### src/include/signMag_settings.svh
// ------------------------------
// Word layout for the sign-magnitude unit
// Sign bit on top, magnitude below, no spare bits
// ------------------------------
`ifndef SIGNMAG_SETTINGS_SVH
`define SIGNMAG_SETTINGS_SVH

`define SM_WIDTH      16
`define SM_MAG_WIDTH  15
`define SM_SIGN_BIT   15

`endif

### src/verilog/signMagPkg.sv
// ------------------------------
// Shared types for the sign-magnitude unit
// Widths come from the settings header
// ------------------------------
`default_nettype none

`include "signMag_settings.svh"

package signMagPkg;

    // One word, sign on the MSB
    typedef struct packed {
        logic                     sign;
        logic [`SM_MAG_WIDTH-1:0] mag;
    } smWord_t;

    typedef enum logic [1:0] {OP_ADD, OP_SUB, OP_MUL, OP_NEG} aluOp_t;

    typedef struct packed {
        aluOp_t  op;
        smWord_t a;
        smWord_t b;
    } aluReq_t;

    typedef enum logic [2:0] {IDLE, SET, CHECKADD, ADD, FIN} mulState_t;

    typedef enum logic [1:0] {S_IDLE, S_RUN, S_DONE} seqState_t;

endpackage

`default_nettype wire

### src/verilog/adder15.sv
// ------------------------------
// Ripple adder that subtracts via inverted in2 plus one
// On subtract cOut set means in1 >= in2
// ------------------------------
`timescale 1ns/100ps
`default_nettype none

`include "signMag_settings.svh"

module adder15 (
    input  logic [`SM_MAG_WIDTH-1:0] in1,
    input  logic [`SM_MAG_WIDTH-1:0] in2,
    input  logic                     sub,
    output logic [`SM_MAG_WIDTH-1:0] sum,
    output logic                     cOut
);

    logic [`SM_MAG_WIDTH-1:0] in2Eff;
    logic [`SM_MAG_WIDTH:0]   carry;

    assign in2Eff = in2 ^ {`SM_MAG_WIDTH{sub}};

    always_comb begin
        carry[0] = sub;  // Carry-in of one for two's complement
        for (int i = 0; i < `SM_MAG_WIDTH; i++) begin
            sum[i]     = in1[i] ^ in2Eff[i] ^ carry[i];
            carry[i+1] = (in1[i] & in2Eff[i]) | (carry[i] & (in1[i] ^ in2Eff[i]));
        end
    end

    assign cOut = carry[`SM_MAG_WIDTH];

endmodule

`default_nettype wire

### src/verilog/multiply.sv
// ------------------------------
// Multiply by repeated addition, two cycles per step
// Latency follows |b|, magnitude wraps mod 2^15
// Hold start and operands until finish is seen
// ------------------------------
`timescale 1ns/100ps
`default_nettype none

`include "signMag_settings.svh"

module multiply
    import signMagPkg::*;
(
    input  logic    clk,
    input  logic    nRST,
    input  logic    start,
    input  smWord_t a,
    input  smWord_t b,
    output smWord_t out,
    output logic    finish
);

    mulState_t state, next;

    logic                     sign;
    logic [`SM_MAG_WIDTH-1:0] magA;
    logic [`SM_MAG_WIDTH-1:0] magB;

    // Accumulator path
    logic [`SM_MAG_WIDTH-1:0] accOut;
    logic [`SM_MAG_WIDTH-1:0] accIn;
    logic [`SM_MAG_WIDTH-1:0] accSave;

    // Loop counter path
    logic [`SM_MAG_WIDTH-1:0] cntOut;
    logic [`SM_MAG_WIDTH-1:0] cntIn;
    logic [`SM_MAG_WIDTH-1:0] cntSave;

    logic stopCount;  // Counter has reached |b|

    adder15 accAdder (
        .in1  (magA),
        .in2  (accIn),
        .sub  (1'b0),
        .sum  (accOut),
        .cOut ()
    );

    adder15 cntAdder (
        .in1  (cntIn),
        .in2  (`SM_MAG_WIDTH'(1)),
        .sub  (1'b0),
        .sum  (cntOut),
        .cOut ()
    );

    // Compare only, the difference itself is not needed
    adder15 stopCmp (
        .in1  (cntOut),
        .in2  (magB),
        .sub  (1'b1),
        .sum  (),
        .cOut (stopCount)
    );

    always_comb begin
        next = state;
        case (state)
            IDLE:     if (start) next = SET;
            SET: begin
                if (b.mag == '0) begin
                    next = FIN;  // Skip the loop for |b| = 0
                end else begin
                    next = CHECKADD;
                end
            end
            CHECKADD: next = stopCount ? FIN : ADD;
            ADD:      next = CHECKADD;
            FIN:      if (!start) next = IDLE;
            default:  next = IDLE;
        endcase
    end

    always_ff @(posedge clk, negedge nRST) begin
        if (!nRST) begin
            state  <= IDLE;
            finish <= 1'b0;
            out    <= '0;
        end else begin
            state  <= next;
            finish <= (state == FIN);  // One cycle behind FIN entry
            if (state == FIN) begin
                out <= '{sign: sign, mag: accSave};
            end
        end
    end

    always_ff @(posedge clk) begin
        case (state)
            SET: begin
                sign    <= a.sign ^ b.sign;  // Kept even for a zero product
                magA    <= a.mag;
                magB    <= b.mag;
                accIn   <= '0;
                accSave <= '0;
                cntIn   <= '0;
                cntSave <= '0;
            end
            CHECKADD: begin
                accSave <= accOut;
                cntSave <= cntOut;
            end
            ADD: begin
                accIn <= accSave;
                cntIn <= cntSave;
            end
            default: begin
            end
        endcase
    end

endmodule

`default_nettype wire

### src/verilog/signMagAddSub.sv
// ------------------------------
// Combinational sign-magnitude add and subtract
// Magnitude wraps, equal magnitudes give +0
// ------------------------------
`timescale 1ns/100ps
`default_nettype none

`include "signMag_settings.svh"

module signMagAddSub
    import signMagPkg::*;
(
    input  smWord_t a,
    input  smWord_t b,
    input  logic    sub,
    output smWord_t y
);

    logic bSign;        // Sign of b after the subtract flip
    logic signsDiffer;

    logic [`SM_MAG_WIDTH-1:0] diffMag;
    logic                     aGeB;
    logic                     eqMag;

    logic [`SM_MAG_WIDTH-1:0] bigMag;
    logic [`SM_MAG_WIDTH-1:0] smallMag;
    logic [`SM_MAG_WIDTH-1:0] resMag;

    assign bSign       = b.sign ^ sub;
    assign signsDiffer = a.sign ^ bSign;

    // |a| - |b| gives the ordering and the equality test
    adder15 cmpAdder (
        .in1  (a.mag),
        .in2  (b.mag),
        .sub  (1'b1),
        .sum  (diffMag),
        .cOut (aGeB)
    );

    assign eqMag = (diffMag == '0);

    // Larger magnitude first, order is irrelevant for a plain sum
    assign bigMag   = aGeB ? a.mag : b.mag;
    assign smallMag = aGeB ? b.mag : a.mag;

    adder15 magAdder (
        .in1  (bigMag),
        .in2  (smallMag),
        .sub  (signsDiffer),
        .sum  (resMag),
        .cOut ()
    );

    always_comb begin
        y.mag = resMag;
        if (!signsDiffer) begin
            y.sign = a.sign;
        end else if (eqMag) begin
            y.sign = 1'b0;
        end else begin
            y.sign = aGeB ? a.sign : bSign;  // Sign of the larger operand
        end
    end

endmodule

`default_nettype wire

### src/verilog/signMagAlu.sv
// ------------------------------
// Sign-magnitude ALU, one request at a time
// Level handshake: hold start and req until finish
// Multiply latency depends on |b|
// ------------------------------
`timescale 1ns/100ps
`default_nettype none

`include "signMag_settings.svh"

module signMagAlu
    import signMagPkg::*;
(
    input  logic    clk,
    input  logic    nRST,
    input  logic    start,
    input  aluReq_t req,
    output smWord_t result,
    output logic    finish
);

    localparam logic [`SM_WIDTH-1:0] SIGN_MASK = `SM_WIDTH'(1) << `SM_SIGN_BIT;

    seqState_t state, next;

    aluReq_t reqHeld;  // Captured at start

    logic    isMul;
    logic    mulStart;
    logic    mulFinish;
    smWord_t mulOut;
    smWord_t addSubOut;
    smWord_t negOut;
    smWord_t opResult;

    assign isMul = (reqHeld.op == OP_MUL);

    // Dropped as soon as the multiplier reports done
    assign mulStart = (state == S_RUN) && isMul && !mulFinish;

    multiply mulUnit (
        .clk    (clk),
        .nRST   (nRST),
        .start  (mulStart),
        .a      (reqHeld.a),
        .b      (reqHeld.b),
        .out    (mulOut),
        .finish (mulFinish)
    );

    signMagAddSub addSubUnit (
        .a   (reqHeld.a),
        .b   (reqHeld.b),
        .sub (reqHeld.op == OP_SUB),
        .y   (addSubOut)
    );

    assign negOut = reqHeld.a ^ SIGN_MASK;  // Flip sign, keep magnitude

    always_comb begin
        case (reqHeld.op)
            OP_ADD,
            OP_SUB:  opResult = addSubOut;
            OP_MUL:  opResult = mulOut;
            OP_NEG:  opResult = negOut;
            default: opResult = addSubOut;
        endcase
    end

    always_comb begin
        next = state;
        case (state)
            S_IDLE: if (start) next = S_RUN;
            S_RUN: begin
                if (!isMul || mulFinish) begin
                    next = S_DONE;
                end
            end
            S_DONE: if (!start) next = S_IDLE;
            default: next = S_IDLE;
        endcase
    end

    always_ff @(posedge clk, negedge nRST) begin
        if (!nRST) begin
            state  <= S_IDLE;
            result <= '0;
        end else begin
            state <= next;
            if (state == S_RUN && next == S_DONE) begin
                result <= opResult;
            end
        end
    end

    always_ff @(posedge clk) begin
        if (state == S_IDLE && start) begin
            reqHeld <= req;
        end
    end

    assign finish = (state == S_DONE);

endmodule

`default_nettype wire

### config.mk
export PLATFORM = sky130hd
export DESIGN_NAME = signMagAlu
export DESIGN_NICKNAME = d
export VERILOG_FILES = /design/src/verilog/signMagPkg.sv /design/src/verilog/adder15.sv /design/src/verilog/multiply.sv /design/src/verilog/signMagAddSub.sv /design/src/verilog/signMagAlu.sv
export VERILOG_INCLUDE_DIRS = /design/src /design/src/include
export SDC_FILE = /design/constraint.sdc
export NUM_CORES = 1
export LEC_CHECK = 0
export BUFFER_PORTS_ARGS = -buffer_cell sky130_fd_sc_hd__clkbuf_2
export CORE_ASPECT_RATIO = 0.75
export CORE_MARGIN = 2
export CORE_UTILIZATION = 45
export DETAILED_ROUTE_END_ITERATION = 6
export PLACE_DENSITY = 0.63
export SLEW_MARGIN = 40
export SYNTH_ARGS = -nofsm -noshare
export SYNTH_HDL_FRONTEND = slang
export SYNTH_SLANG_ARGS = --single-unit
### constraint.sdc
create_clock -name clk -period 16.7 [get_ports clk]
set_input_delay 0 -clock clk [delete_from_list [all_inputs] [get_ports clk]]
set_output_delay 0 -clock clk [all_outputs]
set_load 0.02 [all_outputs]
==> run_results.csv, run 1 <==
group,metric,value,unit
timing,slew_headroom,59.5,%
logic_synthesis,ys_warn_count,0,
timing,slew_violations,0,
logic_synthesis,synthCells,571,
drt,first_iter_violations,428,
global_routing,antenna_found_initial,0,
global_routing,grt_use_total,19.9,%
clock_tree,clockBufferDepth,2,
placement,numPortBuffers,53,
floorplanning,rows,42,
pwr,peakVddDrop,0.0860,mV
global_routing,first_global_vias,5012,
drt,dr.pass1.iters,5,
worst_setup_path,worstSetupEndpointType,"register",
worst_setup_path,crit_fanout,38,
worst_setup_path,worst_ep_required_time,17.01,ns
placement,place_hpwl,12300,um
placement,gp_congestion,0.830,
flow_run,max_cap_violations,0,
drt,detail_route.wirelength,17800,um
logic_synthesis,synth_edf_count,125,
worst_setup_path,cp-start-kind,"register",
timing,fin_setup_tns,0,ns
timing,tightest_slew,0.607,ns
worst_setup_path,crit_top_cell,"fa_1",
worst_setup_path,critPathSlowestCell,"edfxtp_1",
pwr,power.density,184,nW/um^2
floorplanning,initial_core_util,46.0,%
worst_setup_path,path_class,"register to register",
timing,layout_min_cycle_time,13.04,ns
timing,rsz0062_at_grt,"no",
clock_tree,clock_latency,0.43,ns
logic_synthesis,ys.flop_type,"edfxtp_1",
drt,avgRoutedWirePerCell,19.4,um
pwr,p_leak,0.00420,uW
hold_path,min_path_type,"input port to asynchronous set/reset pin",
logic_synthesis,synth_cell_types,48,
floorplanning,io_pins,54,
floorplanning,die_w,159,um
final_layout,nets,769,
final_layout,fin_area,9640,um^2
worst_setup_path,slowest_delay,0.48,ns
final_layout,final_cell_mix,"edfxtp_1, and3_1, clkbuf_2",
floorplanning,core,17700,um^2
outcome,outcome,"complete, no violations",
clock_tree,h-tree-depth,4,
final_layout,n_antenna_cell,0,
logic_synthesis,ys_seq_area_share,57.9,%
timing,setup-violations-final,0,
logic_synthesis,avgSynthCellArea,14.2,um^2
global_routing,grt_max_degree,66,
floorplanning,die-area,19100,um^2
pwr,power.total,1780,uW
final_layout,final_common_cell,"edfxtp_1",
logic_synthesis,synth_seq_cells,163,
clock_tree,cts.sinks,163,
placement,dp_cells,848,
timing,final_hold_viol_count,0,
timing,fmax,0.0767,GHz
timing,worst_clock_skew,0.00921,ns
logic_synthesis,synth_nets,679,
final_layout,instances_no_fill,915,
clock_tree,root_buffer,"clkbuf_16",
drt,num_vias,4761,
floorplanning,dieHeight,120,um
global_routing,grt.overflow.total,0,
final_layout,area_growth,18.7,%
placement,placed_area,8670,um^2
clock_tree,cts_buffers,17,
drt,ant_nets,0,
clock_tree,clk_pin_slew,0.07,ns
worst_setup_path,critPathArrivalTime,13.35,ns
logic_synthesis,syn_area,8120,um^2
clock_tree,cts_tree,"done",
drt,drc,0,
drt,via_per_inst,5.20,
final_layout,drive_above_1_share,18.0,%
timing,period_share,78.1,%
global_routing,grt_pass1_wl,28300,um
logic_synthesis,async_reset_ff_share,23.3,%
[cells in the mapped netlist (5+ instances only)]
library cell | n | area, um^2
edfxtp_1 | 125 | 3750
and3_1 | 57 | 357
inv_1 | 43 | 161
fa_1 | 40 | 801
dfrtp_1 | 38 | 951
nand2_1 | 38 | 143
mux2i_1 | 33 | 330
ha_1 | 31 | 388
o21ai_1 | 28 | 140
clkbuf_1 | 19 | 71.3
mux2_1 | 16 | 180
o21ai_0 | 12 | 60.1
nor2_1 | 9 | 33.8
xnor2_2 | 9 | 146
xor2_1 | 8 | 70.1
a21oi_1 | 7 | 35.0
buf_2 | 7 | 35.0
mux2_2 | 5 | 56.3
[cell type report]
class / count / area (um^2)
multi-input combinational: 335 / 3140
clock inverter: 13 / 158
timing repair buffer: 100 / 726
tap: 242 / 303
fill: 1440 / 8020
sequential: 163 / 4700
inverter: 44 / 168
clock buffer: 18 / 439
[state kept, by name (all words and copies together), names as in the netlist]
signal and count:
reqHeld 19, mulUnit.out 16, result 16, mulUnit.accIn 15, mulUnit.accSave 15, mulUnit.cntIn 15, mulUnit.cntSave 15, mulUnit.magA 15
mulUnit.magB 15, negOut 15, mulUnit.state 3, state 2, mulUnit.finish 1, mulUnit.sign 1
[final timing paths]
path,from,endpoint,slack (ns),depth (start not counted)
setup / recovery,reqHeld[0]$_DFFE_PP_,result[14]$_DFFE_PN0P_,3.66,42
hold / removal,nRST,mulUnit.state[2]$_DFFE_PN0P_,0.13,2
setup reg to reg,reqHeld[0]$_DFFE_PP_,result[14]$_DFFE_PN0P_,3.66,42
hold reg to reg,mulUnit.sign$_DFFE_PP_,mulUnit.out[15]$_DFFE_PN0P_,0.47,1
max in group asynchronous,nRST,mulUnit.out[14]$_DFFE_PN0P_,16.16,2
min in group clk,req[6],reqHeld[6]$_DFFE_PP_,0.28,2
[power breakdown]
part	internal [uW]	switching, uW	leakage, uW	total, uW
clock	238	163	0.000296	401
combinational	275	399	0.00223	673
sequential	615	88.9	0.00167	704
[cells by family (layout without fill, tap and decap cells)]
logic type | count (synthesis) | count (layout) | share of synthesized area, %
fa+ha+maj | 71 | 71 | 14.6
compound gates | 61 | 61 | 4.75
buf+inv | 73 | 175 | 3.73
flops | 163 | 163 | 57.9
simple gates | 127 | 127 | 8.46
xor+xnor | 22 | 22 | 3.53
mux | 54 | 54 | 6.98
[worst max-delay path, delay by kind of cell (launching register included)]
family	cells	cell delay (ns)
mux	1	0.23
fa+ha+maj	28	10.67
compound gates	1	0.13
simple gates	1	0.07
xor+xnor	4	0.63
buf+inv	7	0.71
flops	1	0.48
[per-stage QoR]
step | worst slack, ns | util, % | hold WS, ns
after floorplan | 4.34 | - | -0.296
after global placement | 4.01 | 48.9 | 0.177
after detailed placement | 3.64 | 49.1 | 0.0653
after CTS | 3.57 | 54.5 | 0.145
after global routing | 3.10 | 54.6 | 0.183
final | 3.66 | 54.6 | 0.134
[repair_timing]
item / 4_1_cts / 5_1_grt
resized for setup: 0 / 0
setup buffers: 0 / 0
hold endpoints to repair: 74 / 0
hold buffers: 36 / 0
[metal layers]
layer / wire [um] / vias up / track usage, %
met5: 0 / - / 0
met1: 8830 / 2400 / 29.1
li1: - / 2221 / -
met3: 726 / 17 / 4.32
met4: 221 / 0 / 6.19
met2: 7990 / 123 / 29.9
Power figures use the tool's default switching activity.
==> run 2, diff against run 1 <==
- clock period: 16.7 -> 12.95 ns (I/O delays scaled with it)
==> run 2 against run 1 <==
Clock power rose by 13%. Power up 26%. Clock skew increased by 0.00083 ns. Sequential power is 30% higher. Global-route usage down 0.43 points. Sequential share of layout area is 0.11 points higher. Combinational power is 29% higher. Die area unchanged. Utilization down 0.11 points. Worst setup slack got worse by 3.1 ns. Design area shrank 0.19%.
==> run_results.csv, run 2 (synthesis results as in run 1) <==
group,metric,value,unit
worst_setup_path,rrSetupSlack,0.53,ns
clock_tree,clockBufferDepth,2,
final_layout,n_antenna_cell,0,
clock_tree,cts_tree,"done",
drt,num_vias,4828,
final_layout,fin_util,54.5,%
final_layout,final_cell_mix,"edfxtp_1, and3_1, clkbuf_2",
hold_path,min_path_type,"input port to asynchronous set/reset pin",
floorplanning,dieHeight,120,um
global_routing,first_global_vias,4910,
floorplanning,initial_core_util,46.0,%
floorplanning,io_pins,54,
drt,ant_nets,0,
worst_setup_path,path_class,"register to register",
worst_setup_path,critPathSlowestCell,"fa_1",
timing,hold-worst-slack,0.150,ns
global_routing,grt.overflow.total,0,
drt,via_per_inst,5.25,
clock_tree,clock_latency,0.43,ns
timing,setup_ws,0.533,ns
timing,final_hold_viol_count,0,
placement,gp_congestion,0.822,
floorplanning,die-area,19100,um^2
final_layout,largest-register,"reqHeld",
drt,dr.pass1.iters,5,
worst_setup_path,worstSetupEndpointType,"register",
clock_tree,cts.sinks,163,
floorplanning,die_w,159,um
timing,fin_setup_tns,0,ns
final_layout,area_growth,18.4,%
timing,slew_violations,0,
pwr,peakVddDrop,0.100,mV
timing,period_share,95.9,%
drt,drc,0,
clock_tree,clk_pin_slew,0.06,ns
worst_setup_path,r2r_cells,43,
clock_tree,root_buffer,"clkbuf_16",
worst_setup_path,worst_ep_required_time,13.26,ns
final_layout,fillers,1464,
timing,rsz0062_at_grt,"no",
outcome,outcome,"complete, no violations",
placement,placed_area,8670,um^2
placement,post-place-ws,0.0933,ns
drt,first_iter_violations,399,
timing,tightest_slew,0.613,ns
placement,place_hpwl,12200,um
worst_setup_path,slowest_delay,0.47,ns
clock_tree,cts_buffers,17,
timing,layout_min_cycle_time,12.42,ns
final_layout,drive_above_1_share,18.9,%
global_routing,antenna_found_initial,0,
pwr,power.density,232,nW/um^2
clock_tree,h-tree-depth,4,
final_layout,fin_area,9620,um^2
worst_setup_path,timing.rr.end,"result[14]$_DFFE_PN0P_",
final_layout,final_common_cell,"edfxtp_1",
placement,numPortBuffers,53,
drt,detail_route.wirelength,17700,um
floorplanning,core,17700,um^2
global_routing,grt_pass1_wl,27900,um
flow_run,max_cap_violations,0,
global_routing,grt_use_total,19.4,%
final_layout,largest_register_ffs,19,
worst_setup_path,cp-start-kind,"register",
timing,worst_clock_skew,0.0100,ns
drt,avgRoutedWirePerCell,19.3,um
final_layout,nets,773,
timing,fmax,0.0805,GHz
pwr,p_leak,0.00417,uW
timing,slew_headroom,59.1,%
worst_setup_path,crit_fanout,5,
final_layout,top_regs,"reqHeld x19, mulUnit.out x16, result x16",
floorplanning,rows,42,
global_routing,grt_max_degree,62,
worst_setup_path,reg2reg_from,"negOut[0]$_DFFE_PP_",
worst_setup_path,crit_top_cell,"fa_1",
timing,setup-violations-final,0,
worst_setup_path,critPathArrivalTime,12.73,ns
## run 2: metrics by stage
step / power (uW) / instances
2_1_floorplan: 1480 / 571
3_3_place_gp: 1730 / 846
3_5_place_dp: 1770 / 848
4_1_cts: 2240 / 916
5_1_grt: 2380 / 920
6_report: 2230 / 920
## run 2: worst max path at each step
stage / slack [ns] / to / depth (start not counted) / startpoint
2_1_floorplan: 0.59 / result[14]$_DFFE_PN0P_ / 43 / reqHeld[0]$_DFFE_PP_
3_3_place_gp: 0.27 / result[14]$_DFFE_PN0P_ / 41 / reqHeld[0]$_DFFE_PP_
3_5_place_dp: 0.09 / result[14]$_DFFE_PN0P_ / 41 / reqHeld[0]$_DFFE_PP_
4_1_cts: 0.04 / result[14]$_DFFE_PN0P_ / 41 / reqHeld[0]$_DFFE_PP_
5_1_grt: 0.04 / result[14]$_DFFE_PN0P_ / 43 / negOut[0]$_DFFE_PP_
6_report: 0.53 / result[14]$_DFFE_PN0P_ / 43 / negOut[0]$_DFFE_PP_
## run 2: area by class of cell
class	count	area (um^2)	share of cell area [%]
clock buffers	22	464	4.83
multi-input cells	335	3160	32.8
flip-flops and latches	163	4710	48.9
clock inverters	10	60.1	0.624
repair buffers	104	763	7.93
inverters	44	168	1.74
well taps	242	303	3.15
## run 2: worst max-delay path: cells and delay by family, from the launching register on
family | cells | cell delay (ns)
buffers and inverters | 8 | 0.66
XOR/XNOR | 3 | 0.42
flip-flops | 1 | 0.43
AO/OA/AOI/OAI | 2 | 0.31
multiplexers | 1 | 0.12
adder cells (fa/ha/maj) | 28 | 10.30
AND/OR/NAND/NOR | 1 | 0.05
## run 2: repair_timing
item | in CTS | in global routing
setup endpoints to repair | 0 | 2
gates resized for setup | 0 | 8
hold buffers | 36 | 0
buffers inserted | 0 | 4
endpoints found under the hold margin | 74 | 0
## run 2: report_power, final
part           internal (uW)  switching, uW
sequential               794            123
clock                    253            201
combinational            360            504
total                   1410            828
## run 2: metal layers
| layer | track usage, % | routed length [um] | vias up | part of all wire (%) |
|---|---|---|---|---|
| met3 | 4.19 | 860 | 16 | 4.8 |
| met4 | 5.57 | 204 | 0 | 1.2 |
| met2 | 28.8 | 8050 | 145 | 45 |
| met5 | 0 | 0 | - | 0 |
| li1 | - | - | 2223 | - |
| met1 | 29.0 | 8620 | 2444 | 49 |
==> run 3, diff against run 2 <==
- BUFFER_PORTS_ARGS: -buffer_cell sky130_fd_sc_hd__clkbuf_2 -> -buffer_cell sky130_fd_sc_hd__buf_2
- CTS_CLUSTER_SIZE: default -> 20
- PLACE_DENSITY: 0.63 -> default
==> run 3 against run 2 <==
Clock-buffer cell count shrank 1. Die area unchanged. Combinational power down 0.7%. Critical endpoint unchanged. Highest routed layer unchanged.
==> run_results.csv, run 3 (synthesis results as in run 1) <==
group,metric,value,unit
outcome,outcome,"complete, no violations",
final_layout,seq_area,4700,um^2
final_layout,fin_area,9780,um^2
timing,period_share,95.1,%
drt,dr.pass1.iters,5,
final_layout,n_antenna_cell,0,
timing,slew_violations,0,
drt,ant_nets,0,
drt,drc,0,
clock_tree,h-tree-depth,4,
pwr,peakVddDrop,0.122,mV
worst_setup_path,critPathSlowestCell,"fa_1",
clock_tree,cts_tree,"done",
worst_setup_path,crit_fanout,5,
timing,hold-worst-slack,0.0967,ns
final_layout,multiInputGateArea,3150,um^2
final_layout,top_regs,"reqHeld x19, mulUnit.out x16, result x16",
placement,gp_congestion,0.817,
clock_tree,clockBufferDepth,2,
clock_tree,cts.sinks,163,
final_layout,final_common_cell,"edfxtp_1",
flow_run,max_cap_violations,0,
drt,avgRoutedWirePerCell,19.2,um
drt,detail_route.wirelength,17700,um
floorplanning,die_w,159,um
clock_tree,clk_pin_slew,0.06,ns
worst_setup_path,crit_family,"adder cells",
pwr,power.total,2340,uW
final_layout,fillers,1438,
timing,final_hold_viol_count,0,
timing,tightest_slew,0.670,ns
hold_path,min_path_type,"input port to asynchronous set/reset pin",
timing,worst_clock_skew,0.00818,ns
worst_setup_path,crit_top_cell,"fa_1",
final_layout,area_growth,20.4,%
worst_setup_path,timing.critical_path.buf_inv,6,
floorplanning,core,17700,um^2
floorplanning,dieHeight,120,um
worst_setup_path,cp-start-kind,"register",
clock_tree,cts_buffers,17,
worst_setup_path,critPathArrivalTime,12.62,ns
global_routing,grt_use_total,19.7,%
final_layout,largest-register,"reqHeld",
clock_tree,clock_latency,0.43,ns
worst_setup_path,slowest_delay,0.46,ns
global_routing,grt.overflow.total,0,
worst_setup_path,worst_ep_required_time,13.26,ns
timing,setup-violations-final,0,
placement,placed_area,8670,um^2
floorplanning,rows,42,
global_routing,first_global_vias,5006,
clock_tree,root_buffer,"clkbuf_16",
final_layout,nets,776,
drt,via_per_inst,5.14,
worst_setup_path,path_class,"register to register",
drt,num_vias,4742,
timing,layout_min_cycle_time,12.31,ns
timing,fmax,0.0812,GHz
placement,place_hpwl,12100,um
timing,slew_headroom,54.2,%
floorplanning,io_pins,54,
final_layout,largest_register_ffs,19,
worst_setup_path,worstSetupEndpointType,"register",
floorplanning,initial_core_util,46.0,%
timing,rsz0062_at_grt,"no",
global_routing,grt_pass1_wl,28000,um
pwr,power.density,239,nW/um^2
timing,fin_setup_tns,0,ns
floorplanning,die-area,19100,um^2
placement,numPortBuffers,53,
worst_setup_path,cp.depth,41,
global_routing,grt_max_degree,62,
final_layout,final_cell_mix,"edfxtp_1, and3_1, buf_2",
worst_setup_path,r2r_cells,41,
pwr,p_leak,0.00425,uW
final_layout,drive_above_1_share,20.0,%
global_routing,antenna_found_initial,0,
drt,first_iter_violations,421,
run 3: cell types whose count changed in the layout (fill, tap and decap cells not counted), sizes merged:
cell      change
buf          +56
clkbuf       -54
bufinv        +5
clkinv        -3
clkinvlp      -1
run 3: path summary, 6_finish.rpt:
check | slack (ns) | startpoint | end
worst max-delay path | 0.64 | reqHeld[0]$_DFFE_PP_ | result[14]$_DFFE_PN0P_
worst min-delay path | 0.1 | nRST | state[0]$_DFF_PN0_
worst max register to register | 0.64 | reqHeld[0]$_DFFE_PP_ | result[14]$_DFFE_PN0P_
worst min register to register | 0.48 | mulUnit.sign$_DFFE_PP_ | mulUnit.out[15]$_DFFE_PN0P_
max in group asynchronous | 12.46 | nRST | mulUnit.out[2]$_DFFE_PN0P_
min in group clk | 0.27 | req[33] | reqHeld[33]$_DFFE_PP_
run 3: per-stage QoR:
step	instances	setup slack, ns	util, %
after global routing	923	0.00419	55.4
final	923	0.641	55.4
after detailed placement	848	0.165	49.1
after CTS	916	0.0929	55.0
after floorplan	571	0.586	-
after global placement	846	0.381	48.9
run 3: cell type report:
class                           instances  area share, %
Clock buffer                           21           4.91
Inverter                               44           1.71
Multi-Input combinational cell        335           32.2
Clock inverter                         11           2.02
Sequential cell                       163           48.1
Timing Repair Buffer                  107           7.96
Tap cell                              242           3.10
run 3: worst register-to-register path: cells and delay by family, from the launching register on:
family	cells	cell delay [ns]
and+or+nand+nor	1	0.06
muxes	1	0.20
adders and majority gates	28	10.28
buffers and inverters	6	0.41
AOI/OAI and AO/OA	1	0.14
xor gates and xnor gates	4	0.64
DFF	1	0.44
run 3: power breakdown:
part	internal, uW	switching [uW]	total, uW
clock network	364	207	572
registers	792	118	911
logic	359	500	859
run 3: timing repair:
action,4_1_cts,5_1_grt
hold buffers,36,0
endpoints found under the hold margin,74,0
buffers inserted,0,7
endpoints found under the setup margin,0,2
gates resized for setup,0,7
run 3: layer usage:
layer	GRT usage, %	wire, um
met5	0	0
met4	6.48	309
met3	3.70	951
met2	29.5	7810
met1	29.2	8680
